$ cat src/logic/ao_periph_pkg.sv
/*
 * Always-on peripheral package with the address map, register offsets,
 * shared widths and the byte-enable merge used by every register block
 */
package ao_periph_pkg;

  localparam int WINDOW_BITS   = 12;
  localparam int NUM_FAST_INTR = 15;

  typedef logic [31:0]              word_t;
  typedef logic [3:0]               be_t;
  typedef logic [NUM_FAST_INTR-1:0] fast_intr_t;
  typedef logic [15:0]              prescale_t;

  // Decoded target of an internal register access
  typedef enum logic [1:0] {
    SEL_SOC_CTRL,
    SEL_TIMER,
    SEL_FAST_INTR,
    SEL_NONE
  } periph_sel_e;

  localparam word_t SOC_CTRL_BASE  = 32'h0000_0000;
  localparam word_t TIMER_BASE     = 32'h0000_1000;
  localparam word_t FAST_INTR_BASE = 32'h0000_2000;

  // soc_ctrl window
  localparam logic [WINDOW_BITS-1:0] SOC_EXIT_VALID_OFS   = 12'h000;
  localparam logic [WINDOW_BITS-1:0] SOC_EXIT_VALUE_OFS   = 12'h004;
  localparam logic [WINDOW_BITS-1:0] SOC_BOOT_SEL_OFS     = 12'h008;
  localparam logic [WINDOW_BITS-1:0] SOC_USE_SPIMEMIO_OFS = 12'h00C;

  // timer window
  localparam logic [WINDOW_BITS-1:0] TMR_CTRL_OFS     = 12'h000;
  localparam logic [WINDOW_BITS-1:0] TMR_PRESCALE_OFS = 12'h004;
  localparam logic [WINDOW_BITS-1:0] TMR_COMPARE_OFS  = 12'h008;
  localparam logic [WINDOW_BITS-1:0] TMR_COUNT_OFS    = 12'h00C;
  localparam logic [WINDOW_BITS-1:0] TMR_STATUS_OFS   = 12'h010;

  // fast_intr_ctrl window
  localparam logic [WINDOW_BITS-1:0] FIC_PENDING_OFS = 12'h000;
  localparam logic [WINDOW_BITS-1:0] FIC_ENABLE_OFS  = 12'h004;

  // Replaces the enabled bytes of old_val with those of new_val
  function automatic word_t apply_be(word_t old_val, word_t new_val, be_t be);
    word_t res;
    res = old_val;
    for (int i = 0; i < 4; i++) begin
      if (be[i]) begin
        res[8*i +: 8] = new_val[8*i +: 8];
      end
    end
    return res;
  endfunction

endpackage : ao_periph_pkg

$ cat src/logic/obi_reg_bridge.sv
/*
 * OBI slave to single-cycle register bus bridge, grants at once and
 * returns the registered response one cycle later
 */
`timescale 1ns/100ps

module obi_reg_bridge
  import ao_periph_pkg::*;
(
  input  logic  clk_i,
  input  logic  rst_i,

  input  logic  req_i,
  input  word_t addr_i,
  input  logic  we_i,
  input  be_t   be_i,
  input  word_t wdata_i,
  output logic  gnt_o,
  output logic  rvalid_o,
  output word_t rdata_o,
  output logic  err_o,

  output logic  reg_valid_o,
  output logic  reg_we_o,
  output word_t reg_addr_o,
  output be_t   reg_be_o,
  output word_t reg_wdata_o,
  input  word_t reg_rdata_i,
  input  logic  reg_error_i
);

  logic  rvalid_q;
  logic  err_q;
  word_t rdata_q;

  // No back-pressure, every request is granted and issued in the same cycle
  assign gnt_o       = req_i;
  assign reg_valid_o = req_i;
  assign reg_we_o    = we_i;
  assign reg_addr_o  = addr_i;
  assign reg_be_o    = be_i;
  assign reg_wdata_o = wdata_i;

  always_ff @(posedge clk_i) begin
    if (rst_i) begin
      rvalid_q <= 1'b0;
      err_q    <= 1'b0;
    end else begin
      rvalid_q <= req_i;
      err_q    <= req_i & reg_error_i;
    end
  end

  // Writes answer with zero data
  always_ff @(posedge clk_i) begin
    if (rst_i) begin
      rdata_q <= '0;
    end else if (req_i) begin
      rdata_q <= we_i ? '0 : reg_rdata_i;
    end
  end

  assign rvalid_o = rvalid_q;
  assign err_o    = err_q;
  assign rdata_o  = rdata_q;

endmodule : obi_reg_bridge

$ cat src/logic/ao_reg_demux.sv
/*
 * Register bus demux, decodes the 4 KiB window and steers the access
 * to one peripheral, returning its read data or an error
 */
`timescale 1ns/100ps

module ao_reg_demux
  import ao_periph_pkg::*;
(
  input  logic  reg_valid_i,
  input  word_t reg_addr_i,

  output logic  soc_valid_o,
  output logic  tmr_valid_o,
  output logic  fic_valid_o,

  input  word_t soc_rdata_i,
  input  word_t tmr_rdata_i,
  input  word_t fic_rdata_i,

  output word_t reg_rdata_o,
  output logic  reg_error_o
);

  periph_sel_e sel;

  // Window picked by the bits above the offset
  always_comb begin
    if (reg_addr_i[31:WINDOW_BITS] == SOC_CTRL_BASE[31:WINDOW_BITS]) begin
      sel = SEL_SOC_CTRL;
    end else if (reg_addr_i[31:WINDOW_BITS] == TIMER_BASE[31:WINDOW_BITS]) begin
      sel = SEL_TIMER;
    end else if (reg_addr_i[31:WINDOW_BITS] == FAST_INTR_BASE[31:WINDOW_BITS]) begin
      sel = SEL_FAST_INTR;
    end else begin
      sel = SEL_NONE;
    end
  end

  assign soc_valid_o = reg_valid_i && (sel == SEL_SOC_CTRL);
  assign tmr_valid_o = reg_valid_i && (sel == SEL_TIMER);
  assign fic_valid_o = reg_valid_i && (sel == SEL_FAST_INTR);

  always_comb begin
    case (sel)
      SEL_SOC_CTRL:  reg_rdata_o = soc_rdata_i;
      SEL_TIMER:     reg_rdata_o = tmr_rdata_i;
      SEL_FAST_INTR: reg_rdata_o = fic_rdata_i;
      default:       reg_rdata_o = '0;
    endcase
  end

  assign reg_error_o = reg_valid_i && (sel == SEL_NONE);

endmodule : ao_reg_demux

$ cat src/logic/soc_ctrl.sv
/*
 * SoC control registers, exit status to the host, boot select readback
 * and the flash execution select
 */
`timescale 1ns/100ps

module soc_ctrl
  import ao_periph_pkg::*;
(
  input  logic                   clk_i,
  input  logic                   rst_i,
  input  logic                   valid_i,
  input  logic                   we_i,
  input  logic [WINDOW_BITS-1:0] offset_i,
  input  be_t                    be_i,
  input  word_t                  wdata_i,
  output word_t                  rdata_o,
  input  logic                   boot_select_i,
  input  logic                   execute_from_flash_i,
  output logic                   exit_valid_o,
  output word_t                  exit_value_o,
  output logic                   use_spimemio_o
);

  logic  wr;
  logic  exit_valid_q;
  word_t exit_value_q;
  logic  use_spimemio_q;

  assign wr = valid_i & we_i;

  always_ff @(posedge clk_i) begin
    if (rst_i) begin
      exit_valid_q   <= 1'b0;
      exit_value_q   <= '0;
      // Strap sampled while reset is held
      use_spimemio_q <= execute_from_flash_i;
    end else if (wr) begin
      if (offset_i == SOC_EXIT_VALID_OFS && be_i[0]) begin
        exit_valid_q <= wdata_i[0];
      end
      if (offset_i == SOC_EXIT_VALUE_OFS) begin
        exit_value_q <= apply_be(exit_value_q, wdata_i, be_i);
      end
      if (offset_i == SOC_USE_SPIMEMIO_OFS && be_i[0]) begin
        use_spimemio_q <= wdata_i[0];
      end
    end
  end

  always_comb begin
    case (offset_i)
      SOC_EXIT_VALID_OFS:   rdata_o = word_t'(exit_valid_q);
      SOC_EXIT_VALUE_OFS:   rdata_o = exit_value_q;
      SOC_BOOT_SEL_OFS:     rdata_o = word_t'(boot_select_i);
      SOC_USE_SPIMEMIO_OFS: rdata_o = word_t'(use_spimemio_q);
      default:              rdata_o = '0;
    endcase
  end

  assign exit_valid_o   = exit_valid_q;
  assign exit_value_o   = exit_value_q;
  assign use_spimemio_o = use_spimemio_q;

endmodule : soc_ctrl

$ cat src/logic/fast_intr_ctrl.sv
/*
 * Fast interrupt controller, latches the lines into sticky pending bits
 * and masks them with a per-line enable
 */
`timescale 1ns/100ps

module fast_intr_ctrl
  import ao_periph_pkg::*;
(
  input  logic                   clk_i,
  input  logic                   rst_i,
  input  logic                   valid_i,
  input  logic                   we_i,
  input  logic [WINDOW_BITS-1:0] offset_i,
  input  be_t                    be_i,
  input  word_t                  wdata_i,
  output word_t                  rdata_o,
  input  fast_intr_t             fast_intr_i,
  output fast_intr_t             fast_intr_o
);

  logic       wr;
  word_t      clr_word;
  word_t      enable_word;
  fast_intr_t pending_clr;
  fast_intr_t pending_q;
  fast_intr_t enable_q;

  assign wr = valid_i & we_i;

  // Write-1-to-clear mask, only from the enabled bytes
  assign clr_word    = apply_be('0, wdata_i, be_i);
  assign pending_clr = (wr && offset_i == FIC_PENDING_OFS) ?
                       clr_word[NUM_FAST_INTR-1:0] : '0;
  assign enable_word = apply_be(word_t'(enable_q), wdata_i, be_i);

  always_ff @(posedge clk_i) begin
    if (rst_i) begin
      pending_q <= '0;
      enable_q  <= '0;
    end else begin
      // A new edge beats a clear in the same cycle
      pending_q <= (pending_q & ~pending_clr) | fast_intr_i;
      if (wr && offset_i == FIC_ENABLE_OFS) begin
        enable_q <= enable_word[NUM_FAST_INTR-1:0];
      end
    end
  end

  always_comb begin
    case (offset_i)
      FIC_PENDING_OFS: rdata_o = word_t'(pending_q);
      FIC_ENABLE_OFS:  rdata_o = word_t'(enable_q);
      default:         rdata_o = '0;
    endcase
  end

  assign fast_intr_o = pending_q & enable_q;

endmodule : fast_intr_ctrl

$ cat src/logic/timer_regs.sv
/*
 * Timer register block, control, prescale, compare and count load,
 * plus the sticky expired status that drives the interrupt
 */
`timescale 1ns/100ps

module timer_regs
  import ao_periph_pkg::*;
(
  input  logic                   clk_i,
  input  logic                   rst_i,
  input  logic                   valid_i,
  input  logic                   we_i,
  input  logic [WINDOW_BITS-1:0] offset_i,
  input  be_t                    be_i,
  input  word_t                  wdata_i,
  output word_t                  rdata_o,
  input  word_t                  count_i,
  input  logic                   match_i,
  output logic                   enable_o,
  output prescale_t              prescale_o,
  output word_t                  compare_o,
  output logic                   load_o,
  output word_t                  load_value_o,
  output logic                   intr_o
);

  logic      wr;
  logic      status_clr;
  word_t     ctrl_word;
  word_t     prescale_word;
  logic [1:0] ctrl_q;
  prescale_t prescale_q;
  word_t     compare_q;
  logic      expired_q;

  assign wr = valid_i & we_i;

  assign ctrl_word     = apply_be(word_t'(ctrl_q), wdata_i, be_i);
  assign prescale_word = apply_be(word_t'(prescale_q), wdata_i, be_i);
  assign status_clr    = wr && offset_i == TMR_STATUS_OFS && be_i[0] && wdata_i[0];

  always_ff @(posedge clk_i) begin
    if (rst_i) begin
      ctrl_q     <= '0;
      prescale_q <= '0;
      compare_q  <= '0;
      expired_q  <= 1'b0;
    end else begin
      if (wr && offset_i == TMR_CTRL_OFS) begin
        ctrl_q <= ctrl_word[1:0];
      end
      if (wr && offset_i == TMR_PRESCALE_OFS) begin
        prescale_q <= prescale_word[15:0];
      end
      if (wr && offset_i == TMR_COMPARE_OFS) begin
        compare_q <= apply_be(compare_q, wdata_i, be_i);
      end
      // Match has priority over the clear
      expired_q <= match_i | (expired_q & ~status_clr);
    end
  end

  // Count write goes straight to the core, merged with the live count
  assign load_o       = wr && offset_i == TMR_COUNT_OFS;
  assign load_value_o = apply_be(count_i, wdata_i, be_i);

  always_comb begin
    case (offset_i)
      TMR_CTRL_OFS:     rdata_o = word_t'(ctrl_q);
      TMR_PRESCALE_OFS: rdata_o = word_t'(prescale_q);
      TMR_COMPARE_OFS:  rdata_o = compare_q;
      TMR_COUNT_OFS:    rdata_o = count_i;
      TMR_STATUS_OFS:   rdata_o = word_t'(expired_q);
      default:          rdata_o = '0;
    endcase
  end

  assign enable_o   = ctrl_q[0];
  assign prescale_o = prescale_q;
  assign compare_o  = compare_q;
  assign intr_o     = expired_q & ctrl_q[1];

endmodule : timer_regs

$ cat src/logic/timer_core.sv
/*
 * Timer counting logic, prescaler tick every prescale+1 cycles and a
 * 32-bit up counter with a one-cycle compare match
 */
`timescale 1ns/100ps

module timer_core
  import ao_periph_pkg::*;
(
  input  logic      clk_i,
  input  logic      rst_i,
  input  logic      enable_i,
  input  prescale_t prescale_i,
  input  word_t     compare_i,
  input  logic      load_i,
  input  word_t     load_value_i,
  output word_t     count_o,
  output logic      match_o
);

  prescale_t presc_q;
  word_t     count_q;
  word_t     count_next;
  logic      match_q;
  logic      tick;

  // >= also catches a prescale lowered below the running value
  assign tick       = enable_i && (presc_q >= prescale_i);
  assign count_next = count_q + 32'd1;

  always_ff @(posedge clk_i) begin
    if (rst_i) begin
      presc_q <= '0;
      count_q <= '0;
      match_q <= 1'b0;
    end else begin
      match_q <= 1'b0;
      if (load_i) begin
        count_q <= load_value_i;
        presc_q <= '0;
      end else if (tick) begin
        presc_q <= '0;
        count_q <= count_next;
        match_q <= (count_next == compare_i);
      end else if (enable_i) begin
        presc_q <= presc_q + 16'd1;
      end
    end
  end

  assign count_o = count_q;
  assign match_o = match_q;

endmodule : timer_core

$ cat src/logic/ao_peripheral_subsystem.sv
/*
 * Always-on peripheral subsystem, OBI slave bridged onto a register bus
 * serving soc_ctrl, the timer and the fast interrupt controller
 */
`timescale 1ns/100ps

module ao_peripheral_subsystem
  import ao_periph_pkg::*;
(
  input  logic       clk_i,
  input  logic       rst_i,

  input  logic       slave_req_i,
  output logic       slave_gnt_o,
  input  word_t      slave_addr_i,
  input  logic       slave_we_i,
  input  be_t        slave_be_i,
  input  word_t      slave_wdata_i,
  output logic       slave_rvalid_o,
  output word_t      slave_rdata_o,
  output logic       slave_err_o,

  input  logic       boot_select_i,
  input  logic       execute_from_flash_i,
  output logic       exit_valid_o,
  output word_t      exit_value_o,
  output logic       use_spimemio_o,

  input  fast_intr_t fast_intr_i,
  output fast_intr_t fast_intr_o,
  output logic       timer_intr_o
);

  logic      reg_valid;
  logic      reg_we;
  word_t     reg_addr;
  be_t       reg_be;
  word_t     reg_wdata;
  word_t     reg_rdata;
  logic      reg_error;

  logic      soc_valid;
  logic      tmr_valid;
  logic      fic_valid;
  word_t     soc_rdata;
  word_t     tmr_rdata;
  word_t     fic_rdata;

  logic      tmr_enable;
  prescale_t tmr_prescale;
  word_t     tmr_compare;
  logic      tmr_load;
  word_t     tmr_load_value;
  word_t     tmr_count;
  logic      tmr_match;

  obi_reg_bridge obi_reg_bridge_i (
    .clk_i,
    .rst_i,
    .req_i       (slave_req_i),
    .addr_i      (slave_addr_i),
    .we_i        (slave_we_i),
    .be_i        (slave_be_i),
    .wdata_i     (slave_wdata_i),
    .gnt_o       (slave_gnt_o),
    .rvalid_o    (slave_rvalid_o),
    .rdata_o     (slave_rdata_o),
    .err_o       (slave_err_o),
    .reg_valid_o (reg_valid),
    .reg_we_o    (reg_we),
    .reg_addr_o  (reg_addr),
    .reg_be_o    (reg_be),
    .reg_wdata_o (reg_wdata),
    .reg_rdata_i (reg_rdata),
    .reg_error_i (reg_error)
  );

  ao_reg_demux ao_reg_demux_i (
    .reg_valid_i (reg_valid),
    .reg_addr_i  (reg_addr),
    .soc_valid_o (soc_valid),
    .tmr_valid_o (tmr_valid),
    .fic_valid_o (fic_valid),
    .soc_rdata_i (soc_rdata),
    .tmr_rdata_i (tmr_rdata),
    .fic_rdata_i (fic_rdata),
    .reg_rdata_o (reg_rdata),
    .reg_error_o (reg_error)
  );

  soc_ctrl soc_ctrl_i (
    .clk_i,
    .rst_i,
    .valid_i  (soc_valid),
    .we_i     (reg_we),
    .offset_i (reg_addr[WINDOW_BITS-1:0]),
    .be_i     (reg_be),
    .wdata_i  (reg_wdata),
    .rdata_o  (soc_rdata),
    .boot_select_i,
    .execute_from_flash_i,
    .exit_valid_o,
    .exit_value_o,
    .use_spimemio_o
  );

  fast_intr_ctrl fast_intr_ctrl_i (
    .clk_i,
    .rst_i,
    .valid_i  (fic_valid),
    .we_i     (reg_we),
    .offset_i (reg_addr[WINDOW_BITS-1:0]),
    .be_i     (reg_be),
    .wdata_i  (reg_wdata),
    .rdata_o  (fic_rdata),
    .fast_intr_i,
    .fast_intr_o
  );

  timer_regs timer_regs_i (
    .clk_i,
    .rst_i,
    .valid_i      (tmr_valid),
    .we_i         (reg_we),
    .offset_i     (reg_addr[WINDOW_BITS-1:0]),
    .be_i         (reg_be),
    .wdata_i      (reg_wdata),
    .rdata_o      (tmr_rdata),
    .count_i      (tmr_count),
    .match_i      (tmr_match),
    .enable_o     (tmr_enable),
    .prescale_o   (tmr_prescale),
    .compare_o    (tmr_compare),
    .load_o       (tmr_load),
    .load_value_o (tmr_load_value),
    .intr_o       (timer_intr_o)
  );

  timer_core timer_core_i (
    .clk_i,
    .rst_i,
    .enable_i     (tmr_enable),
    .prescale_i   (tmr_prescale),
    .compare_i    (tmr_compare),
    .load_i       (tmr_load),
    .load_value_i (tmr_load_value),
    .count_o      (tmr_count),
    .match_o      (tmr_match)
  );

endmodule : ao_peripheral_subsystem

$ cat config.mk
export PLATFORM = sky130hd
export DESIGN_NAME = ao_peripheral_subsystem
export DESIGN_NICKNAME = d
export VERILOG_FILES = /design/src/logic/ao_periph_pkg.sv /design/src/logic/obi_reg_bridge.sv /design/src/logic/ao_reg_demux.sv /design/src/logic/soc_ctrl.sv /design/src/logic/fast_intr_ctrl.sv /design/src/logic/timer_regs.sv /design/src/logic/timer_core.sv /design/src/logic/ao_peripheral_subsystem.sv
export SDC_FILE = /design/constraint.sdc
export NUM_CORES = 1
export LEC_CHECK = 0
export BUFFER_PORTS_ARGS = -buffer_cell sky130_fd_sc_hd__buf_2
export CORE_AREA = 2 2 145 147
export CTS_CLUSTER_SIZE = 12
export DETAILED_ROUTE_END_ITERATION = 12
export DIE_AREA = 0 0 147 149
export GPL_TIMING_DRIVEN = 1
export PLACE_DENSITY = 0.77
export SLEW_MARGIN = 15
export SYNTH_ARGS = -nofsm -noshare
export SYNTH_HDL_FRONTEND = slang
export SYNTH_SLANG_ARGS = --single-unit
$ cat constraint.sdc
create_clock -name clk_i -period 4 [get_ports clk_i]
set_input_delay 0.8 -clock clk_i [delete_from_list [all_inputs] [get_ports clk_i]]
set_output_delay 0.8 -clock clk_i [all_outputs]
set_load 0.01 [all_outputs]
# ---- After elaboration in Yosys (flattened, before gate mapping)
# Index checks and enable logic that the tools add are counted.
dict set report classes {
  n_lt_le_gt_ge 1
  n_reduce_logical 43
  add_sub_neg 2
  n_eq_ne 14
  bitwise_logic 13
  mux 20
}
# cell n
set op_table {}
lappend op_table {{$pmux W32 S5} 1}
lappend op_table {{$pmux W32 S4} 1}
lappend op_table {{$mux W32} 3}
lappend op_table {{$pmux W32 S3} 1}
lappend op_table {{$mux W8} 5}
lappend op_table {{$add A32 B1 Y32 const B} 1}
lappend op_table {{$eq A32 B32 Y1} 1}
lappend op_table {{$and A15 B15 Y15} 2}
lappend op_table {{$pmux W15 S2} 1}
lappend op_table {{$reduce_and A2 Y1} 15}
lappend op_table {{$eq A12 B4 Y1 const B} 2}
lappend op_table {{$eq A20 B1 Y1 const B} 1}
lappend op_table {{$eq A20 B2 Y1 const B} 1}
lappend op_table {{$logic_not A20 Y1} 1}
lappend op_table {{$add A16 B1 Y16 const B} 1}
lappend op_table {{$ge A16 B16 Y1} 1}
lappend op_table {{$logic_and A1 B1 Y1} 16}
lappend op_table {{$mux W15} 1}
lappend op_table {{$not A15 Y15} 1}
lappend op_table {{$or A15 B15 Y15} 1}
lappend op_table {{$eq A12 B3 Y1 const B} 1}
lappend op_table {{$eq A12 B5 Y1 const B} 1}
lappend op_table {{$logic_not A12 Y1} 1}
lappend op_table {{$reduce_and A3 Y1} 4}
lappend op_table {{other kinds (12)} 29}
dict set report word_totals {
  in_bits 89
  register_bits 198
  out_inout_bits 85
}

# ---- Depth between registers and ports, before layout
# Gate-level depths: netlist (run 1).
dict set report depth {
  ltp_word 13
  mapped_depth 11
  mapped_depth_nobuf 9
}

# ---- By module
# Synthesis (run 1) repeated with hierarchy kept, for this count alone.
dict set report hier_totals {
  cells_unflattened 1622
  area_unflattened_um2 13792.0
}
# mod cells_each area_each_um2 n_inst
set by_module_without_submodules {}
lappend by_module_without_submodules {timer_core 501 3832.4 1}
lappend by_module_without_submodules {timer_regs 368 3196.8 1}
lappend by_module_without_submodules {obi_reg_bridge 217 1929.4 1}
lappend by_module_without_submodules {soc_ctrl 198 1888.1 1}
lappend by_module_without_submodules {fast_intr_ctrl 207 1806.7 1}
lappend by_module_without_submodules {ao_reg_demux 131 1138.6 1}

# ---- Worst setup path before layout (run 1)
# OpenSTA, ideal clock, no wires.
dict set report synth_path {
  path_kind {input-to-reg}
  from {input slave_addr_i[9]}
  to {register soc_ctrl_i.exit_value_q[10], in the netlist soc_ctrl_i.exit_value_o[10]}
  arrival_ns 2.635
  required_time_ns 3.872
  path_buffers 1
  slack_ns 1.237
  setup_time_ns 0.128
  stages 8
  path_cell_list {or4_4 > nor4_4 > buf_4 > nand2_2 > nor3_4 > nand3_2 > mux2i_1 > nor2_1}
}
dict set report synth_between {
  elab_chain_len 2
}
# item line_no
set synth_lines {}
lappend synth_lines {{start, declared} ao_peripheral_subsystem.sv:15} ;# input word_t slave_addr_i,
lappend synth_lines {{$eq A12 B3 Y1} soc_ctrl.sv:42} ;# if (offset_i == SOC_EXIT_VALUE_OFS) begin
lappend synth_lines {{$reduce_and A3 Y1 (no source line)} --}
lappend synth_lines {{end signal, assigned} soc_ctrl.sv:43} ;# exit_value_q <= apply_be(exit_value_q, wdata_i, be_i);
lappend synth_lines {{end, declared} soc_ctrl.sv:27} ;# word_t exit_value_q;
# Every way passes these cells.
# A chain may end at the register's enable or synchronous reset.

# ---- Final worst setup path (run 1)
dict set report layout_path {
  from {register timer_core_i.count_q[7], in the netlist timer_core_i.count_o[7]}
  to {register timer_core_i.match_q, in the netlist timer_core_i.match_o}
}
dict set report layout_between {
  elab_chain_len 2
}
# item line_no
set layout_lines {}
lappend layout_lines {{start, declared} timer_core.sv:22} ;# word_t count_q;
lappend layout_lines {{start signal, assigned} timer_core.sv:39} ;# count_q <= load_value_i;
lappend layout_lines {{start signal, assigned} timer_core.sv:43} ;# count_q <= count_next;
lappend layout_lines {{$add A32 B1 Y32} timer_core.sv:29} ;# assign count_next = count_q + 32'd1;
lappend layout_lines {{$eq A32 B32 Y1} timer_core.sv:44} ;# match_q <= (count_next == compare_i);
lappend layout_lines {{end signal, assigned} timer_core.sv:44}
lappend layout_lines {{end, declared} timer_core.sv:24} ;# logic match_q;
# Every way passes these cells.

==> impl_results.html, run 1 <==
<table>
<tr><th>Metric</th><th>Value</th></tr>
<tr><th colspan="2">Die</th></tr>
<tr><td>Full die area</td><td>21900 um2</td></tr>
<tr><td># rows</td><td>53</td></tr>
<tr><td>Die span in x</td><td>147 um</td></tr>
<tr><td>Core ar.</td><td>a little over 20000 um2</td></tr>
<tr><td>Starting utilization of the core area</td><td>0.535</td></tr>
<tr><td>Die Height</td><td>149 um</td></tr>
<tr><td>I/O pin cnt</td><td>about 170</td></tr>
<tr><th colspan="2">STA</th></tr>
<tr><td>Clock skew after layout</td><td>8.33 ps</td></tr>
<tr><td>Final-report setup violation count</td><td>0</td></tr>
<tr><td>Actual slew at the worst max-slew pin</td><td>1040 ps</td></tr>
<tr><td>Minimum setup slack in the final design</td><td>~850 ps</td></tr>
<tr><td>Final clock period utilization by the worst path</td><td>0.787</td></tr>
<tr><td>Hold Vio Cnt, Final</td><td>0</td></tr>
<tr><td>TNS Setup</td><td>0 ps</td></tr>
<tr><td>Minimum period implied by the final worst setup slack</td><td>~3100 ps</td></tr>
<tr><td>Upper clock frequency limit</td><td>317 MHz</td></tr>
<tr><td>Final Hold Slack</td><td>449 ps</td></tr>
<tr><td>Pins over their slew limit</td><td>0</td></tr>
<tr><td>Setup repair after global routing missed its margin</td><td>no</td></tr>
<tr><td>Normalized max-slew margin</td><td>0.301</td></tr>
<tr><th colspan="2">Layout</th></tr>
<tr><td>Fillers</td><td>1910</td></tr>
<tr><td>Final standard cell utilization of the core</td><td>0.611</td></tr>
<tr><td>Fraction of final layout cells with drive strength greater than 1</td><td>0.191</td></tr>
<tr><td>Number of antenna diodes</td><td>0</td></tr>
<tr><td>Sequential standard cell area</td><td>roughly 4000 um2</td></tr>
<tr><td>Total non-filler cell area in the finished layout</td><td>~13000 um2</td></tr>
<tr><td>Layout area overhead</td><td>14.2%</td></tr>
<tr><td>Nets</td><td>1562</td></tr>
<tr><td>Final instance count without filler cells</td><td>around 1700</td></tr>
<tr><td>Multi-input gate area in the final layout</td><td>between 6000 and 7000 um2</td></tr>
<tr><th colspan="2">Clocking</th></tr>
<tr><td>Count of hold buffers inserted by post-cts repair</td><td>0</td></tr>
<tr><td>Clock sink count</td><td>198</td></tr>
<tr><td>Largest buffer count on any clock path</td><td>2</td></tr>
<tr><td>Gates resized, CTS repair</td><td>0</td></tr>
<tr><td>Clock input transition at the sequential cells of the worst setup and hold paths</td><td>70 ps</td></tr>
<tr><td>Number of setup buffers added after CTS</td><td>0</td></tr>
<tr><td>Total CTS buffers</td><td>17</td></tr>
<tr><td>CTS H-Tree Depth</td><td>4</td></tr>
<tr><td>Latest clock arrival within the worst-skew pair</td><td>~440 ps</td></tr>
<tr><td>Root buffer cell</td><td>clkbuf_16</td></tr>
<tr><td>Clock tree from TritonCTS</td><td>done</td></tr>
<tr><th colspan="2">Yosys</th></tr>
<tr><td>Commonest cells post-synth</td><td>dfxtp_1, nor2_1, nand2_1, a21oi_1, mux2i_1</td></tr>
<tr><td>Synthesized netlist cell count</td><td>1333</td></tr>
<tr><td>Top cell type's share of synthesized area</td><td>0.358</td></tr>
<tr><td>Count of different cell masters after synthesis</td><td>73</td></tr>
<tr><td>Number of warnings printed during yosys synthesis</td><td>0</td></tr>
<tr><td>Most common cell in the netlist</td><td>dfxtp_1</td></tr>
<tr><td>Share of flip-flops with an asynchronous set or reset after synthesis</td><td>0</td></tr>
<tr><td>Proportion of synthesized chip area in sequential cells</td><td>0.361</td></tr>
<tr><td>Number of nets produced by synthesis</td><td>roughly 1400</td></tr>
<tr><td>Cell type with the highest aggregate area in the netlist</td><td>dfxtp_1</td></tr>
<tr><td>Primary FF master, synth</td><td>dfxtp_1</td></tr>
<tr><td>Post-synth EDFFs</td><td>1</td></tr>
<tr><td>Mapped Area</td><td>11000 um2</td></tr>
<tr><td>Post-synthesis area per instance</td><td>roughly 8.3 um2</td></tr>
<tr><td>Largest cells by area after synthesis</td><td>dfxtp_1, mux2i_1, nor2_1, a21oi_1, nand2_1</td></tr>
<tr><td>Seq cells post-synth</td><td>198</td></tr>
<tr><th colspan="2">Routing</th></tr>
<tr><td>Total iterations of the first detailed-routing run</td><td>5</td></tr>
<tr><td>Metal2 WL</td><td>15900 um</td></tr>
<tr><td>Routed length per placed instance</td><td>18.5 um</td></tr>
<tr><td>Final routed DRC violation total</td><td>0</td></tr>
<tr><td>Vias per cell</td><td>5.99</td></tr>
<tr><td>Vias post-DR</td><td>10400</td></tr>
<tr><td>Met3 layer wire length in the routed design</td><td>2160 um</td></tr>
<tr><td>Antenna violation net count after detailed routing</td><td>0</td></tr>
<tr><td>Uppermost layer routed</td><td>met4</td></tr>
<tr><td>M1 WL</td><td>13200 um</td></tr>
<tr><td>Detailed Route WL</td><td>32100 um</td></tr>
<tr><td>Starting DRC count in detailed routing</td><td>818</td></tr>
<tr><th colspan="2">Global route</th></tr>
<tr><td>First-pass GRT wire length</td><td>51200 um</td></tr>
<tr><td>Maximum number of pins on one net before global-route repair</td><td>68</td></tr>
<tr><td>Antenna violations before repair</td><td>0</td></tr>
<tr><td>Overall global routing resource usage</td><td>0.291</td></tr>
<tr><td>Vias in the first global route</td><td>10100</td></tr>
<tr><td>Total congestion overflow</td><td>0</td></tr>
<tr><th colspan="2">Setup path</th></tr>
<tr><td>Cell with the largest stage delay on the worst path</td><td>dfxtp_1</td></tr>
<tr><td>Data arrival time of the critical path</td><td>approximately 3500 ps</td></tr>
<tr><td>Startpoint of the most critical setup path</td><td>timer_core_i.count_o[7]$_SDFFE_PP0P_</td></tr>
<tr><td>Number of buffers and inverters on the critical path</td><td>0</td></tr>
<tr><td>Kind of start point of the critical path</td><td>flop</td></tr>
<tr><td>Critical path depth in cells</td><td>7</td></tr>
<tr><td>Classification of the worst setup path</td><td>flop to flop</td></tr>
<tr><td>Worst setup path endpoint</td><td>timer_core_i.match_o$_SDFF_PP0_</td></tr>
<tr><td>End of the worst register-to-register path</td><td>timer_core_i.match_o$_SDFF_PP0_</td></tr>
<tr><td>Data required time at the worst endpoint</td><td>about 4300 ps</td></tr>
<tr><td>Critical register-to-register path startpoint</td><td>timer_core_i.count_o[7]$_SDFFE_PP0P_</td></tr>
<tr><td>Peak fanout along the critical path</td><td>12</td></tr>
<tr><td>Setup crit end kind</td><td>flop</td></tr>
<tr><td>Kind of cell adding the most delay to the critical path</td><td>simple AND/OR/NAND/NOR gates</td></tr>
<tr><td>FF-to-FF path depth</td><td>7</td></tr>
<tr><td>Biggest cell delay along the critical path</td><td>610 ps</td></tr>
<tr><td>Register-to-register setup slack</td><td>850 ps</td></tr>
<tr><td>Worst path cell trace</td><td>and4_1 -&gt; nand4_1 -&gt; nor3_1 -&gt; nand3_1 -&gt; xnor2_1 -&gt; or4_1 -&gt; nor4_2</td></tr>
<tr><th colspan="2">Run status</th></tr>
<tr><td>Status</td><td>finished clean</td></tr>
<tr><th colspan="2">Run</th></tr>
<tr><td>Maximum capacitance violations</td><td>0</td></tr>
<tr><th colspan="2">Placement</th></tr>
<tr><td>Instance area at placement</td><td>12000 um2</td></tr>
<tr><td>Pre-CTS setup slack</td><td>551 ps</td></tr>
<tr><td>Post-DP HPWL</td><td>22700 um</td></tr>
<tr><td>Quantity of I/O buffers inserted on ports</td><td>173</td></tr>
<tr><td>Weighted congestion at the end of routability-driven global placement</td><td>0.951</td></tr>
<tr><td>Total placed cells including tap cells</td><td>1711</td></tr>
<tr><th colspan="2">Hold path</th></tr>
<tr><td>Worst min-delay path category</td><td>flop to flop</td></tr>
<tr><th colspan="2">Power</th></tr>
<tr><td>Worst vdd ir</td><td>274 uV</td></tr>
<tr><td>Leakage dissipation</td><td>~5.2 nW</td></tr>
<tr><td>Pwr per Cell Area</td><td>317 nW/um2</td></tr>
<tr><td>Total design power</td><td>3.98 mW</td></tr>
</table>
## where the power goes
group	total, mW	leakage [nW]	internal, mW	switching [mW]
registers	1.99	1.60	1.98	0.00785
clock network	1.81	0.295	1.04	0.774
logic	0.177	3.33	0.0598	0.118
total	3.98	5.22	3.08	0.899
## worst min path at each step
stage / start / endpoint / cells past startpoint
6_report: obi_reg_bridge_i.rdata_o[7]$_SDFFE_PP0P_ / obi_reg_bridge_i.rdata_o[7]$_SDFFE_PP0P_ / 2
5_1_grt: obi_reg_bridge_i.rdata_o[8]$_SDFFE_PP0P_ / obi_reg_bridge_i.rdata_o[8]$_SDFFE_PP0P_ / 2
4_1_cts: obi_reg_bridge_i.rdata_o[12]$_SDFFE_PP0P_ / obi_reg_bridge_i.rdata_o[12]$_SDFFE_PP0P_ / 2
3_5_place_dp: timer_core_i.match_o$_SDFF_PP0_ / timer_regs_i.expired_q$_SDFF_PP0_ / 2
3_3_place_gp: obi_reg_bridge_i.rdata_o[5]$_SDFFE_PP0P_ / obi_reg_bridge_i.rdata_o[5]$_SDFFE_PP0P_ / 2
2_1_floorplan: timer_core_i.match_o$_SDFF_PP0_ / timer_regs_i.expired_q$_SDFF_PP0_ / 2
## metal layers
metal,vias to the layer above,track usage
met1,4990,0.359
met3,72,0.0563
met4,0,0.108
met2,406,0.505
met5,-,0
li1,4955,-
## area by class of cell
type,count,share of cell area
sequential,198,0.316
multi-input combinational,1018,0.517
timing repair buffer,197,0.0844
clock buffer,17,0.0339
inverter,23,0.00687
tap,275,0.0274
clock inverter,12,0.0141
## placed cells by master (no fill, tap or decap), types with 28 or more instances in the layout
cell type | Yosys | final
dfxtp_1 | 197 | 197
a22oi_1 | 40 | 40
xnor2_1 | 28 | 28
and2_1 | 32 | 32
mux2i_1 | 97 | 97
o21ai_0 | 32 | 32
nor2_1 | 189 | 189
buf_2 | 20 | 172
a21oi_1 | 100 | 100
nand2_1 | 131 | 131
## flip-flops by register name, summed over array words and instances (netlist names)
register,count
fast_intr_ctrl_i.enable_q,15
fast_intr_ctrl_i.pending_q,15
obi_reg_bridge_i.err_o,1
obi_reg_bridge_i.rdata_o,32
obi_reg_bridge_i.rvalid_o,1
soc_ctrl_i.exit_valid_o,1
soc_ctrl_i.exit_value_o,32
soc_ctrl_i.use_spimemio_o,1
timer_core_i.count_o,32
timer_core_i.match_o,1
timer_core_i.presc_q,16
timer_regs_i.compare_o,32
timer_regs_i.ctrl_q,2
timer_regs_i.expired_q,1
timer_regs_i.prescale_o,16
## cell families (layout without fill, tap and decap cells)
family | Yosys count | in the layout | share of synthesized area
buffers and inverters | 117 | 249 | 0.0484
AOI/OAI and AO/OA | 291 | 291 | 0.175
DFF | 198 | 198 | 0.361
and+or+nand+nor | 544 | 544 | 0.247
muxes | 115 | 115 | 0.109
adders and majority gates | 18 | 18 | 0.0205
xor gates and xnor gates | 50 | 50 | 0.0398
## worst register-to-register path, delay by kind of cell, from the launching register on
kind,cells,cell delay (ps)
DFF,1,610
xor gates and xnor gates,1,180
and+or+nand+nor,6,2260
Note: power is estimated with default switching activity, not from simulation.
==> run 2, diff against run 1 <==
==> constraint.sdc (replaced) <==
create_clock -name clk_i -period 3.1 [get_ports clk_i]
set_input_delay 0.62 -clock clk_i [delete_from_list [all_inputs] [get_ports clk_i]]
set_output_delay 0.62 -clock clk_i [all_outputs]
set_load 0.01 [all_outputs]
==> run 2 against run 1 <==
Against the previous run: flip-flop and latch count is the same; worst hold slack lost 78 ps; routed wire length grew 0.43%; cell count grew 2.1%; global-route usage is essentially flat; worst setup slack lost 630 ps; sequential share of layout area shrank 0.58 points.
==> impl_results.html, run 2 (synthesis gave the netlist of run 1 again) <==
<table>
<tr><th>Metric</th><th>Value</th></tr>
<tr><th colspan="2">Global route</th></tr>
<tr><td>Maximum number of pins on one net before global-route repair</td><td>52</td></tr>
<tr><td>Vias in the first global route</td><td>10200</td></tr>
<tr><td>First-pass GRT wire length</td><td>51600 um</td></tr>
<tr><td>Total congestion overflow</td><td>0</td></tr>
<tr><td>Antenna violations before repair</td><td>0</td></tr>
<tr><td>Overall global routing resource usage</td><td>0.291</td></tr>
<tr><th colspan="2">Die</th></tr>
<tr><td>Die span in x</td><td>147 um</td></tr>
<tr><td>Die Height</td><td>149 um</td></tr>
<tr><td>Starting utilization of the core area</td><td>0.535</td></tr>
<tr><td>Full die area</td><td>21900 um2</td></tr>
<tr><td># rows</td><td>53</td></tr>
<tr><td>Core ar.</td><td>~20000 um2</td></tr>
<tr><td>I/O pin cnt</td><td>around 170</td></tr>
<tr><th colspan="2">Power</th></tr>
<tr><td>Leakage dissipation</td><td>5.39 nW</td></tr>
<tr><td>Cell internal pwr</td><td>3.89 mW</td></tr>
<tr><td>Pwr per Cell Area</td><td>399 nW/um2</td></tr>
<tr><td>Relative contribution of sequential cells to total power</td><td>0.504</td></tr>
<tr><td>Clock network fraction of design power</td><td>0.451</td></tr>
<tr><td>Worst vdd ir</td><td>374 uV</td></tr>
<tr><td>Net load switching power</td><td>about 1.2 mW</td></tr>
<tr><td>Switching share of total power</td><td>0.238</td></tr>
<tr><td>Part of the total power dissipated in combinational logic</td><td>0.045</td></tr>
<tr><th colspan="2">Layout</th></tr>
<tr><td>Nets</td><td>1596</td></tr>
<tr><td>Highest-count cells in the layout ignoring fill and taps</td><td>dfxtp_1, nor2_1, buf_2, nand2_1, a21oi_1</td></tr>
<tr><td>Fraction of final layout cells with drive strength greater than 1</td><td>0.210</td></tr>
<tr><td>Most common cell after layout, fill and taps aside</td><td>dfxtp_1</td></tr>
<tr><td>Number of antenna diodes</td><td>0</td></tr>
<tr><td>Layout area overhead</td><td>16.3%</td></tr>
<tr><th colspan="2">Placement</th></tr>
<tr><td>Quantity of I/O buffers inserted on ports</td><td>around 170</td></tr>
<tr><td>Weighted congestion at the end of routability-driven global placement</td><td>0.990</td></tr>
<tr><td>Post-DP HPWL</td><td>~23000 um</td></tr>
<tr><th colspan="2">Setup path</th></tr>
<tr><td>Data required time at the worst endpoint</td><td>between 3000 and 4000 ps</td></tr>
<tr><td>Kind of cell adding the most delay to the critical path</td><td>compound AO/OA/AOI/OAI gates</td></tr>
<tr><td>Data arrival time of the critical path</td><td>3230 ps</td></tr>
<tr><td>Classification of the worst setup path</td><td>flop to flop</td></tr>
<tr><td>Peak fanout along the critical path</td><td>9</td></tr>
<tr><td>Number of buffers and inverters on the critical path</td><td>2</td></tr>
<tr><td>Kind of start point of the critical path</td><td>flop</td></tr>
<tr><td>Setup crit end kind</td><td>flop</td></tr>
<tr><td>Worst path cell trace</td><td>inv_1 -&gt; ha_1 -&gt; nand4_1 -&gt; nor2_1 -&gt; o2111ai_1 -&gt; o211ai_1 -&gt; a21boi_4 -&gt; buf_4 -&gt; o32ai_1</td></tr>
<tr><td>Biggest cell delay along the critical path</td><td>approximately 860 ps</td></tr>
<tr><td>Cell with the largest stage delay on the worst path</td><td>o211ai_1</td></tr>
<tr><th colspan="2">STA</th></tr>
<tr><td>Setup repair after global routing missed its margin</td><td>no</td></tr>
<tr><td>Final-report setup violation count</td><td>0</td></tr>
<tr><td>Normalized max-slew margin</td><td>0.283</td></tr>
<tr><td>Hold Vio Cnt, Final</td><td>0</td></tr>
<tr><td>Clock skew after layout</td><td>12.3 ps</td></tr>
<tr><td>TNS Setup</td><td>0 ps</td></tr>
<tr><td>Final Hold Slack</td><td>371 ps</td></tr>
<tr><td>Final clock period utilization by the worst path</td><td>0.928</td></tr>
<tr><td>Pins over their slew limit</td><td>0</td></tr>
<tr><td>Upper clock frequency limit</td><td>348 MHz</td></tr>
<tr><td>Minimum period implied by the final worst setup slack</td><td>between 2000 and 3000 ps</td></tr>
<tr><td>Actual slew at the worst max-slew pin</td><td>1070 ps</td></tr>
<tr><th colspan="2">Clocking</th></tr>
<tr><td>Clock input transition at the sequential cells of the worst setup and hold paths</td><td>roughly 80 ps</td></tr>
<tr><td>Total CTS buffers</td><td>17</td></tr>
<tr><td>Clock sink count</td><td>198</td></tr>
<tr><td>Count of hold buffers inserted by post-cts repair</td><td>0</td></tr>
<tr><td>Root buffer cell</td><td>clkbuf_16</td></tr>
<tr><td>Largest buffer count on any clock path</td><td>2</td></tr>
<tr><td>Clock tree from TritonCTS</td><td>done</td></tr>
<tr><td>CTS H-Tree Depth</td><td>4</td></tr>
<tr><td>Latest clock arrival within the worst-skew pair</td><td>roughly 450 ps</td></tr>
<tr><td>Number of setup buffers added after CTS</td><td>0</td></tr>
<tr><td>Gates resized, CTS repair</td><td>0</td></tr>
<tr><th colspan="2">Routing</th></tr>
<tr><td>Final routed DRC violation total</td><td>0</td></tr>
<tr><td>Detailed Route WL</td><td>32300 um</td></tr>
<tr><td>Starting DRC count in detailed routing</td><td>between 900 and 1000</td></tr>
<tr><td>Vias post-DR</td><td>10500</td></tr>
<tr><td>Metal2 WL</td><td>15800 um</td></tr>
<tr><td>Total iterations of the first detailed-routing run</td><td>5</td></tr>
<tr><td>M1 WL</td><td>13800 um</td></tr>
<tr><td>Vias per cell</td><td>roughly 6</td></tr>
<tr><td>Antenna violation net count after detailed routing</td><td>0</td></tr>
<tr><td>Routed length per placed instance</td><td>18.2 um</td></tr>
<tr><td>Met3 layer wire length in the routed design</td><td>1870 um</td></tr>
<tr><td>Uppermost layer routed</td><td>met4</td></tr>
<tr><th colspan="2">Run</th></tr>
<tr><td>Maximum capacitance violations</td><td>0</td></tr>
<tr><th colspan="2">Hold path</th></tr>
<tr><td>Worst min-delay path category</td><td>input port to flop</td></tr>
<tr><th colspan="2">Run status</th></tr>
<tr><td>Status</td><td>finished clean</td></tr>
</table>
-- run 2: worst register-to-register path, cell delays in order (launching register included) --
cell and delay (ps):
dfxtp_1 390, inv_1 60, ha_1 290, nand4_1 160
nor2_1 160, o2111ai_1 110, o211ai_1 860, a21boi_4 240
buf_4 250, o32ai_1 270
-- run 2: layout make-up --
cell class,count,area (um2)
clock buffers,20,457
clock inverters,11,139
fillers,1821,7750
inverters,23,86.3
multi-input cells,1018,6500
flip-flops and latches,198,3970
well taps,275,344
repair buffers,231,1300
-- run 2: power by group through the flow --
stage | Clock, mW | Combinational (mW) | Sequential [mW]
2_1_floorplan | 0 | 0.101 | 2.63
3_3_place_gp | 0 | 0.225 | 2.63
3_5_place_dp | 0 | 0.226 | 2.63
4_1_cts | 2.31 | 0.227 | 2.57
5_1_grt | 2.41 | 0.246 | 2.57
6_report | 2.30 | 0.230 | 2.57
-- run 2: per-stage QoR --
step	std cells	total power, mW	setup slack [ps]	area, um2	utilization
floorplan	1333	2.73	517	11000	-
global placement	1745	2.85	165	12200	0.594
detailed placement	1745	2.86	122	12200	0.594
CTS	1776	5.11	279	12800	0.623
global route	1776	5.23	56.0	12800	0.623
finish	1776	5.10	223	12800	0.623
-- run 2: worst paths after layout --
path                                       startpoint                                        end  slack, ps  cells past startpoint
min reg2reg  obi_reg_bridge_i.rdata_o[7]$_SDFFE_PP0P_   obi_reg_bridge_i.rdata_o[7]$_SDFFE_PP0P_        450                      2
max          timer_regs_i.prescale_o[15]$_SDFFE_PP0P_       timer_core_i.count_o[6]$_SDFFE_PP0P_        220                      9
min                                   fast_intr_i[10]  fast_intr_ctrl_i.pending_q[10]$_SDFF_PP0_        370                      3
max reg2reg  timer_regs_i.prescale_o[15]$_SDFFE_PP0P_       timer_core_i.count_o[6]$_SDFFE_PP0P_        220                      9
-- run 2: layer usage --
metal / vias up / global-route usage
met5: - / 0
met4: 0 / 0.104
met3: 63 / 0.0434
met2: 378 / 0.512
met1: 5057 / 0.364
li1: 5024 / -
